==> src/verilog/memory_unit_defines.svh <==
`ifndef MEMORY_UNIT_DEFINES_SVH
`define MEMORY_UNIT_DEFINES_SVH

// Bus widths
`define MU_ADDR_WIDTH 16
`define MU_DATA_WIDTH 32

// Scratch RAM size as address bits
`define MU_RAM_DEPTH_LOG2 8

// ------------------------------------------------
// Address map (word addresses)
// ------------------------------------------------
`define MU_RAM_BASE           16'h0000
`define MU_SPI_DATA_ADDR      16'h0100
`define MU_SPI_CS_ADDR        16'h0101
`define MU_GPIO_ADDR          16'h0102
`define MU_TIMER_VALUE_ADDR   16'h0103
`define MU_TIMER_TRIGGER_ADDR 16'h0104

// SPI clock divider, system clocks per half SPI bit
`define MU_SPI_CLKS_PER_HALF_BIT 2

`endif

==> src/verilog/memory_unit_pkg.sv <==
`include "memory_unit_defines.svh"

package memory_unit_pkg;

    typedef logic [`MU_ADDR_WIDTH-1:0]     addr_t;
    typedef logic [`MU_DATA_WIDTH-1:0]     word_t;
    typedef logic [7:0]                    byte_t;
    typedef logic [3:0]                    nibble_t;
    typedef logic [`MU_RAM_DEPTH_LOG2-1:0] ram_addr_t;

    // Decoded destination of a bus access
    typedef enum logic [2:0] {
        T_RAM,
        T_SPI_DATA,
        T_SPI_CS,
        T_GPIO,
        T_TIMER_VALUE,
        T_TIMER_TRIGGER,
        T_NONE
    } target_e;

    typedef enum logic [1:0] {
        S_IDLE,
        S_ACCESS,
        S_WAIT_SPI,
        S_RELEASE
    } seq_state_e;

    // CPU request as held on the bus
    typedef struct packed {
        addr_t addr;
        word_t data;
        logic  we;
    } bus_req_t;

endpackage

==> src/verilog/os_timer.sv <==
`timescale 1ns/100ps

module os_timer import memory_unit_pkg::*; (
    input  logic  clk,
    input  logic  reset,
    input  logic  i_set,
    input  word_t i_value,
    input  logic  i_trigger,
    output logic  o_irq
);

    word_t reload;
    word_t count;
    logic  running;

    always_ff @(posedge clk)
    begin
        if (i_set)
        begin
            reload <= i_value;
        end
    end

    // One-shot countdown, stops after firing
    always_ff @(posedge clk)
    begin
        if (reset)
        begin
            count   <= '0;
            running <= 1'b0;
            o_irq   <= 1'b0;
        end
        else
        begin
            o_irq <= 1'b0;
            if (i_trigger)
            begin
                count   <= reload;
                running <= 1'b1;
            end
            else if (running)
            begin
                if (count == '0)
                begin
                    o_irq   <= 1'b1;
                    running <= 1'b0;
                end
                else
                begin
                    count <= count - 1'b1;
                end
            end
        end
    end

endmodule

==> config.mk <==
export PLATFORM = sky130hd
export DESIGN_NAME = os_timer
export DESIGN_NICKNAME = d
export VERILOG_FILES = /design/src/verilog/memory_unit_pkg.sv /design/src/verilog/os_timer.sv
export VERILOG_INCLUDE_DIRS = /design/src /design/src/verilog
export SDC_FILE = /design/constraint.sdc
export NUM_CORES = 1
export LEC_CHECK = 0
export BUFFER_PORTS_ARGS = -buffer_cell sky130_fd_sc_hd__clkbuf_2
export CAP_MARGIN = 10
export CORE_ASPECT_RATIO = 1.75
export CORE_MARGIN = 3
export CORE_UTILIZATION = 30
export CTS_BUF_LIST = sky130_fd_sc_hd__clkbuf_16
export CTS_CLUSTER_DIAMETER = 200
export DETAILED_ROUTE_END_ITERATION = 7
export PLACE_DENSITY = 0.58
export REMOVE_ABC_BUFFERS = 1
export SYNTH_ARGS = -nofsm -noshare
export SYNTH_HDL_FRONTEND = slang
export SYNTH_SLANG_ARGS = --single-unit
==> constraint.sdc <==
create_clock -name clk -period 7.1 [get_ports clk]
set_input_delay 1.065 -clock clk [delete_from_list [all_inputs] [get_ports clk]]
set_output_delay 1.065 -clock clk [all_outputs]
set_load 0.03 [all_outputs]
==> impl_metrics.json, run 1 <==
{
  "cts_resized": 0,
  "postSynthCellCount": 273,
  "startpoint_type": "flop",
  "die_w_microns": 81.63,
  "timing.final.hold_violations": 0,
  "antenna_found_initial": 0,
  "p_per_area_nw_per_um2": 292.5,
  "insertion_delay_ns": 0.33,
  "post-cts-setup-buffers": 0,
  "crit_arrival_ns": 2.87,
  "status": "complete, no violations",
  "ctsHoldBuffers": 0,
  "grt_start_max_net_pins": 47,
  "setup_tns_ns": 0,
  "grt_pass1_vias": 2308,
  "drive_gt1_share_pct": 21.94,
  "dp_hpwl_microns": 4692,
  "fin_crit_sh_pct": 37.14,
  "cp.required_ns": 7.34,
  "cts_htree_levels": 3,
  "yosysWarnings": 0,
  "ios": 37,
  "grt_use_met1_pct": 13.46,
  "post_dp_cell_area_sq_um": 3267,
  "fin_nets": 342,
  "cts_buffers": 9,
  "rsz0062_at_grt": "false",
  "async_reset_ff_share_pct": 0,
  "relSlewSlack_pct": 41.23,
  "synth_top_cell_by_area": "edfxtp_1",
  "maxCapViolations": 0,
  "antenna_left": 0,
  "use_met3_pct": 3.516,
  "tritoncts": "done",
  "setup_viol": 0,
  "die-area_sq_um": 11290,
  "grt_util_all_layers_pct": 12.54,
  "syn_to_final_growth_pct": 20.17,
  "design_area_sq_um": 3608,
  "cts_buffer_depth": 2,
  "initial_utilization_pct": 31.33,
  "grt_pass1_wl_microns": 10870,
  "timing.fmax_mhz": 379.2,
  "ys_types": 54,
  "grt_overflow": 0,
  "synth_edf_count": 32,
  "grt-busiest-layer": "met2",
  "synth_common_cells": "34 x dfxtp_1, 32 x edfxtp_1, 27 x nor2_1",
  "drtIter0Drc": 157,
  "portBuffers": 36,
  "synthTopCellsByArea": "edfxtp_1 32%, dfxtp_1 23%, a311oi_1 4.4%",
  "path_class": "reg -> reg",
  "synth_seq_cells": 66,
  "synth-seq-area-share_pct": 54.67,
  "core_sq_um": 9585,
  "slew_viol_final": 0,
  "num_rows": 47,
  "clock_sinks": 66,
  "vias": 2321,
  "synthFlopType": "dfxtp_1",
  "path_max_fanout": 7,
  "fin_worst_skew_ns": 0.005434,
  "min_path_type": "reg -> reg",
  "die_y_microns": 138.4,
  "cts_root_buf": "clkbuf_16",
  "wl_per_cell_microns": 15.78,
  "p_leak_nw": 1.272,
  "yosysMostFrequentCell": "dfxtp_1",
  "synth_area_sq_um": 3003,
  "totalWireLength_microns": 6816,
  "synth_top_area_share_pct": 32.00,
  "routabilityCongestion": 0.8381,
  "period_needed_ns": 2.637,
  "antenna_cells": 0,
  "end_kind": "flop",
  "detail_route.vias_per_cell": 5.373,
  "clkTransAtPathRegs_ns": 0.06,
  "drc_errors": 0,
  "dr.pass1.iters": 4,
  "worstMarginPinSlew_ns": 0.8815,
  "syn_area_per_cell_sq_um": 11.00,
  "met2_usage_pct": 21.75,
  "ir_worst_vdd_v": 0.0001287
}
layer usage:
metal | vias up | part of all wire [%]
met3 | 16 | 3.4
met2 | 36 | 55
met4 | 0 | 2.9
met5 | - | 0
met1 | 1116 | 39
li1 | 1153 | -
critical path, cell delays in order (launching register included):
cell	delay (ns)
dfxtp_1	0.33
inv_1	0.09
ha_1	0.20
nor4b_2	0.41
nand3_1	0.24
or4_1	0.58
or4_1	0.46
a311oi_2	0.24
worst paths after layout:
kind                                              from                endpoint  slack, ns  cells past startpoint
worst min register to register  count[23]$_SDFFE_PP0P_  count[23]$_SDFFE_PP0P_       0.51                      2
worst min-delay path            count[23]$_SDFFE_PP0P_  count[23]$_SDFFE_PP0P_       0.51                      2
worst max-delay path             count[0]$_SDFFE_PP0P_  count[30]$_SDFFE_PP0P_       4.46                      7
worst max register to register   count[0]$_SDFFE_PP0P_  count[30]$_SDFFE_PP0P_       4.46                      7
report_power, final:
part           leakage, nW  internal (mW)  switching, mW
sequential           0.596          0.431         0.0239
clock                0.166          0.342          0.164
combinational        0.510         0.0393         0.0552
total                 1.27          0.813          0.243
state kept, by name (all words and copies together) (netlist names):
signal,cells
reload,32
running,1
o_irq,1
count,32
kinds of logic (layout without fill, tap and decap cells):
| logic type | count (synthesis) | after routing | share of synthesized area (%) |
|---|---|---|---|
| XOR/XNOR | 1 | 1 | 0.2917 |
| adder cells (fa/ha/maj) | 1 | 1 | 0.4166 |
| buffers and inverters | 30 | 67 | 4.166 |
| AND/OR/NAND/NOR | 94 | 94 | 19.04 |
| AO/OA/AOI/OAI | 80 | 80 | 21.08 |
| flip-flops | 66 | 66 | 54.67 |
| multiplexers | 1 | 1 | 0.3333 |
metrics by stage:
step	hold WS (ns)	instances	power [mW]	setup WS (ns)	utilization, %
2_1_floorplan	0.4633	258	0.5169	4.771	-
3_3_place_gp	0.4888	416	0.5549	4.442	34.08
3_5_place_dp	0.4931	416	0.5573	4.335	34.08
4_1_cts	0.5064	432	1.066	4.470	37.65
5_1_grt	0.5277	432	1.094	4.218	37.65
6_report	0.5128	432	1.056	4.463	37.65
cells in the final DEF (no fill, tap or decap), types with 9 or more instances in the layout:
| cell type | Yosys | layout |
|---|---|---|
| clkbuf_2 | 0 | 36 |
| or3_1 | 10 | 10 |
| edfxtp_1 | 32 | 32 |
| or4_1 | 9 | 9 |
| nor2_1 | 27 | 27 |
| clkbuf_16 | 0 | 9 |
| o21ai_0 | 11 | 11 |
| inv_1 | 14 | 14 |
| a311oi_1 | 15 | 15 |
| dfxtp_1 | 34 | 34 |
final cells by class:
| cell class | instances | area, sq um |
|---|---|---|
| fill | 945 | 5977 |
| sequential | 66 | 1642 |
| multi-input combinational | 177 | 1236 |
| clock buffer | 9 | 225.2 |
| timing repair buffer | 36 | 180.2 |
| tap | 122 | 152.6 |
| clock inverter | 7 | 116.4 |
| inverter | 15 | 56.30 |
Note: power is estimated with default switching activity, not from simulation.
==> run 2: changes to the inputs <==
Clock period 7.1 ns to 2.7 ns, I/O delays scaled along.
==> run 2 against run 1 <==
Against the previous run: register-to-register slack got worse by 4.3 ns; maximum frequency rose by 5.1%; utilization rose by 0.74 points; largest power group unchanged; highest routed layer unchanged; clock power rose by 140%; critical endpoint is now count[7]$_SDFFE_PP0P_.
==> impl_metrics.json, run 2 (same netlist as run 1, synthesis figures left out) <==
{
  "post-cts-setup-buffers": 0,
  "fin_worst_skew_ns": 0.003873,
  "clock_sinks": 66,
  "crit_arrival_ns": 2.74,
  "grt_overflow": 0,
  "die-area_sq_um": 11290,
  "n_fill_cell": 967,
  "dp_hpwl_microns": 4817,
  "period_needed_ns": 2.509,
  "tritoncts": "done",
  "cts_htree_levels": 3,
  "grt_util_all_layers_pct": 13.49,
  "path_max_fanout": 12,
  "clkTransAtPathRegs_ns": 0.05,
  "relSlewSlack_pct": 43.81,
  "worstMarginPinSlew_ns": 0.8428,
  "ir_worst_vdd_v": 0.0003555,
  "drive_gt1_share_pct": 24.22,
  "fin_crit_sh_pct": 92.91,
  "rsz0062_at_grt": "false",
  "setup_viol": 0,
  "syn_to_final_growth_pct": 22.54,
  "startpoint_type": "flop",
  "grt_pass1_wl_microns": 11640,
  "timing.final.hold_violations": 0,
  "grt_start_max_net_pins": 36,
  "vias": 2369,
  "wl_per_cell_microns": 15.75,
  "p_leak_nw": 1.321,
  "drc_errors": 0,
  "core_sq_um": 9585,
  "num_rows": 47,
  "end_kind": "flop",
  "fin_nets": 354,
  "die_w_microns": 81.63,
  "cts_buffers": 9,
  "min_path_type": "in -> reg",
  "antenna_left": 0,
  "top_regs": "count: 32 flops, reload: 32 flops",
  "antenna_cells": 0,
  "cts_root_buf": "clkbuf_16",
  "initial_utilization_pct": 31.33,
  "ctsHoldBuffers": 0,
  "timing.fmax_mhz": 398.6,
  "p_per_area_nw_per_um2": 727.5,
  "detail_route.vias_per_cell": 5.336,
  "routabilityCongestion": 0.8384,
  "setup_tns_ns": 0,
  "p_total_mw": 2.677,
  "path_class": "reg -> reg",
  "dr.pass1.iters": 4,
  "layout_common_cells": "36 x clkbuf_2, 34 x dfxtp_1, 32 x edfxtp_1, 27 x nor2_1",
  "antenna_found_initial": 0,
  "ios": 37,
  "maxCapViolations": 0,
  "portBuffers": 36,
  "cts_buffer_depth": 2,
  "drtIter0Drc": 133,
  "slew_viol_final": 0,
  "cts_resized": 0,
  "layout_commonest_cell": "clkbuf_2",
  "cp.required_ns": 2.94,
  "totalWireLength_microns": 6991,
  "status": "complete, no violations",
  "grt_pass1_vias": 2400,
  "insertion_delay_ns": 0.33,
  "die_y_microns": 138.4
}
==> run 2: cell count changes in the layout (fill, tap and decap cells not counted), sizes merged <==
| cell | delta |
|---|---|
| buf | +12 |
| clkinv | +1 |
| bufinv | -1 |
==> run 2: worst max-delay path: stages (launching register included) <==
cell and delay (ns):
dfxtp_1 0.33, or4_4 0.57, or4_4 0.54, o31ai_4 0.52
o21ai_1 0.17, a311oi_2 0.28
==> run 2: worst paths after layout <==
check                               from                endpoint  slack [ns]  depth (start not counted)
hold / removal                i_value[4]     reload[4]$_DFFE_PP_        0.24                          1
setup reg to reg  count[21]$_SDFFE_PP0P_   count[7]$_SDFFE_PP0P_        0.19                          5
setup / recovery  count[21]$_SDFFE_PP0P_   count[7]$_SDFFE_PP0P_        0.19                          5
hold reg to reg   count[23]$_SDFFE_PP0P_  count[23]$_SDFFE_PP0P_        0.52                          2
==> run 2: report_power, final <==
| part | switching [mW] | internal (mW) | total, mW |
|---|---|---|---|
| Clock | 0.419 | 0.797 | 1.22 |
| Sequential | 0.0585 | 1.13 | 1.19 |
| Combinational | 0.152 | 0.117 | 0.269 |
==> run 2: layout make-up <==
cell class,instances,area (sq um),share of cell area (%)
clock inverters,7,85.08,2.312
clock buffers,9,225.2,6.120
inverters,15,56.30,1.530
flip-flops and latches,66,1642,44.61
well taps,122,152.6,4.148
multi-input cells,177,1236,33.59
repair buffers,48,282.8,7.684
==> run 2: metal layers <==
layer / share of wire, % / track usage [%]
met3: 3.2 / 3.711
met1: 40 / 14.61
met4: 2.1 / 6.305
met5: 0 / 0
met2: 55 / 23.52
==> run 2: stage by stage <==
step / hold slack, ns / utilization, % / std cells / instance area [sq um] / worst slack (ns)
floorplan: 0.4633 / - / 258 / 2934 / 0.3711
global placement: 0.5034 / 35.15 / 428 / 3369 / 0.2556
detailed placement: 0.5076 / 35.15 / 428 / 3369 / 0.1923
CTS: 0.2326 / 38.39 / 444 / 3680 / 0.1834
global route: 0.2376 / 38.39 / 444 / 3680 / 0.03156
finish: 0.2424 / 38.39 / 444 / 3680 / 0.1913
==> run 3: changes to the inputs <==
Settings changed: PLACE_DENSITY 0.58 to 0.59.
Clock period 2.7 ns to 2.1 ns, I/O delays scaled along.
==> run 3 against run 2 <==
Against the previous run: the run now ends with setup timing left; via count is 8.9% higher; final area is 16% higher; first-iteration DRC count is 20% lower.
==> impl_metrics.json, run 3 (same netlist as run 1, synthesis figures left out) <==
{
  "status": "finished, violations left",
  "violations": "setup timing",
  "antenna_left": 0,
  "clock_sinks": 66,
  "fin_crit_sh_pct": 107.8,
  "detail_route.vias_per_cell": 5.265,
  "setup_viol": 17,
  "worstMarginPinSlew_ns": 0.8137,
  "min_path_type": "in -> reg",
  "post-route-util_pct": 44.67,
  "p_total_mw": 3.372,
  "power_switching_mw": 0.8646,
  "num_rows": 47,
  "end_kind": "flop",
  "period_needed_ns": 2.265,
  "cts_root_buf": "clkbuf_16",
  "slew_viol_final": 0,
  "dp.cells": 471,
  "fin_cells": 490,
  "grt_pass1_vias": 2719,
  "cp_cell_sequence": "or4_4, or4_4, o31ai_4, buf_6, buf_12, o31ai_2, a311oi_1",
  "clkTransAtPathRegs_ns": 0.05,
  "seq_power_share_pct": 45.3,
  "insertion_delay_ns": 0.33,
  "vias": 2580,
  "drive_gt1_share_pct": 44.29,
  "grt_overflow": 0,
  "intPower_mw": 2.507,
  "routabilityCongestion": 0.8311,
  "antenna_found_initial": 0,
  "cts_htree_levels": 3,
  "drtIter0Drc": 107,
  "ios": 37,
  "fin_worst_skew_ns": 0.008340,
  "path_max_fanout": 6,
  "drc_errors": 0,
  "n_fill_cell": 897,
  "switching_share_pct": 25.64,
  "die-area_sq_um": 11290,
  "syn_to_final_growth_pct": 42.58,
  "worst_hold_slack_ns": 0.1526,
  "totalWireLength_microns": 7864,
  "path_class": "reg -> reg",
  "layout_commonest_cell": "buf_4",
  "die_y_microns": 138.4,
  "cp.required_ns": 2.33,
  "pwr-share-clk_pct": 38.3,
  "maxCapViolations": 0,
  "p_leak_nw": 1.598,
  "die_w_microns": 81.63,
  "ir_worst_vdd_v": 0.0004436,
  "cp_common_cell": "or4_4",
  "crit_path_top_delay_cell": "or4_4",
  "p_comb_share_pct": 16.5,
  "timing.final.hold_violations": 0,
  "relSlewSlack_pct": 45.75,
  "grt_start_max_net_pins": 35,
  "grt_util_all_layers_pct": 14.83,
  "fin_nets": 400,
  "dp_hpwl_microns": 5203,
  "top_regs": "count: 32 flops, reload: 32 flops",
  "timing.fmax_mhz": 441.5,
  "cts_buffer_depth": 2,
  "wl_per_cell_microns": 16.05,
  "cpPeakStageDelay_ns": 0.54,
  "rsz0062_at_grt": "true",
  "antenna_cells": 0,
  "p_per_area_nw_per_um2": 787.6,
  "tritoncts": "done",
  "cts_buffers": 9,
  "dr.pass1.iters": 5,
  "layout_common_cells": "49 x buf_4, 36 x clkbuf_2, 32 x edfxtp_1, 28 x dfxtp_1, 25 x nor2_1",
  "core_sq_um": 9585,
  "crit_arrival_ns": 2.50,
  "pre_cts_ws_ns": -0.2368,
  "fin_ws_ns": -0.1648,
  "portBuffers": 36,
  "grt_pass1_wl_microns": 12790,
  "initial_utilization_pct": 31.33,
  "startpoint_type": "flop"
}
==> run 3: repair_timing <==
| action | CTS | global route |
|---|---|---|
| gates cloned | 1 | 0 |
| pin swaps | 24 | 9 |
| setup buffers | 2 | 0 |
| hold buffers | 0 | 0 |
| endpoints found under the setup margin | 29 | 32 |
| resized for setup | 39 | 23 |
==> run 3: layout make-up <==
cell class / count / area [sq um] / share of cell area (%)
Sequential cell: 66 / 1649 / 38.52
Clock inverter: 7 / 28.78 / 0.6721
Inverter: 15 / 56.30 / 1.315
Tap cell: 122 / 152.6 / 3.565
Timing Repair Buffer: 94 / 683.2 / 15.96
Multi-Input combinational cell: 177 / 1486 / 34.72
Clock buffer: 9 / 225.2 / 5.260
==> run 3: final timing paths <==
check,startpoint,end,slack (ns),depth (start not counted)
worst max-delay path,count[26]$_SDFFE_PP0P_,count[8]$_SDFFE_PP0P_,-0.16,7
worst max register to register,count[26]$_SDFFE_PP0P_,count[8]$_SDFFE_PP0P_,-0.16,7
worst min register to register,reload[17]$_DFFE_PP_,count[17]$_SDFFE_PP0P_,0.53,2
worst min-delay path,i_value[15],reload[15]$_DFFE_PP_,0.15,1
==> run 3: stage by stage <==
stage	instance area [sq um]	TNS (ns)
2_1_floorplan	2934	-2.140
3_3_place_gp	3705	-2.341
3_5_place_dp	3705	-3.339
4_1_cts	4159	-1.841
5_1_grt	4282	-3.896
6_report	4282	-1.744
==> run 3: worst max-delay path, delay by kind of cell (launching register included) <==
family	cells	cell delay [ns]
AND/OR/NAND/NOR	2	1.08
AO/OA/AOI/OAI	3	0.49
flip-flops	1	0.31
buffers and inverters	2	0.28
==> run 3: power by group through the flow <==
| stage | clock network (mW) | registers (mW) | logic, mW |
|---|---|---|---|
| 2_1_floorplan | 0 | 1.54 | 0.209 |
| 3_3_place_gp | 0 | 1.54 | 0.450 |
| 3_5_place_dp | 0 | 1.54 | 0.462 |
| 4_1_cts | 1.33 | 1.52 | 0.524 |
| 5_1_grt | 1.38 | 1.54 | 0.607 |
| 6_report | 1.29 | 1.53 | 0.555 |
==> run 3: per-layer routing <==
layer  up-vias  track usage, %  wire length (microns)
met4         0           9.457                    287
met2        43           25.92                   4370
met3        21           2.799                    194
met1      1249           15.61                   3011
met5         -               0                      0
li1       1267               -                      -
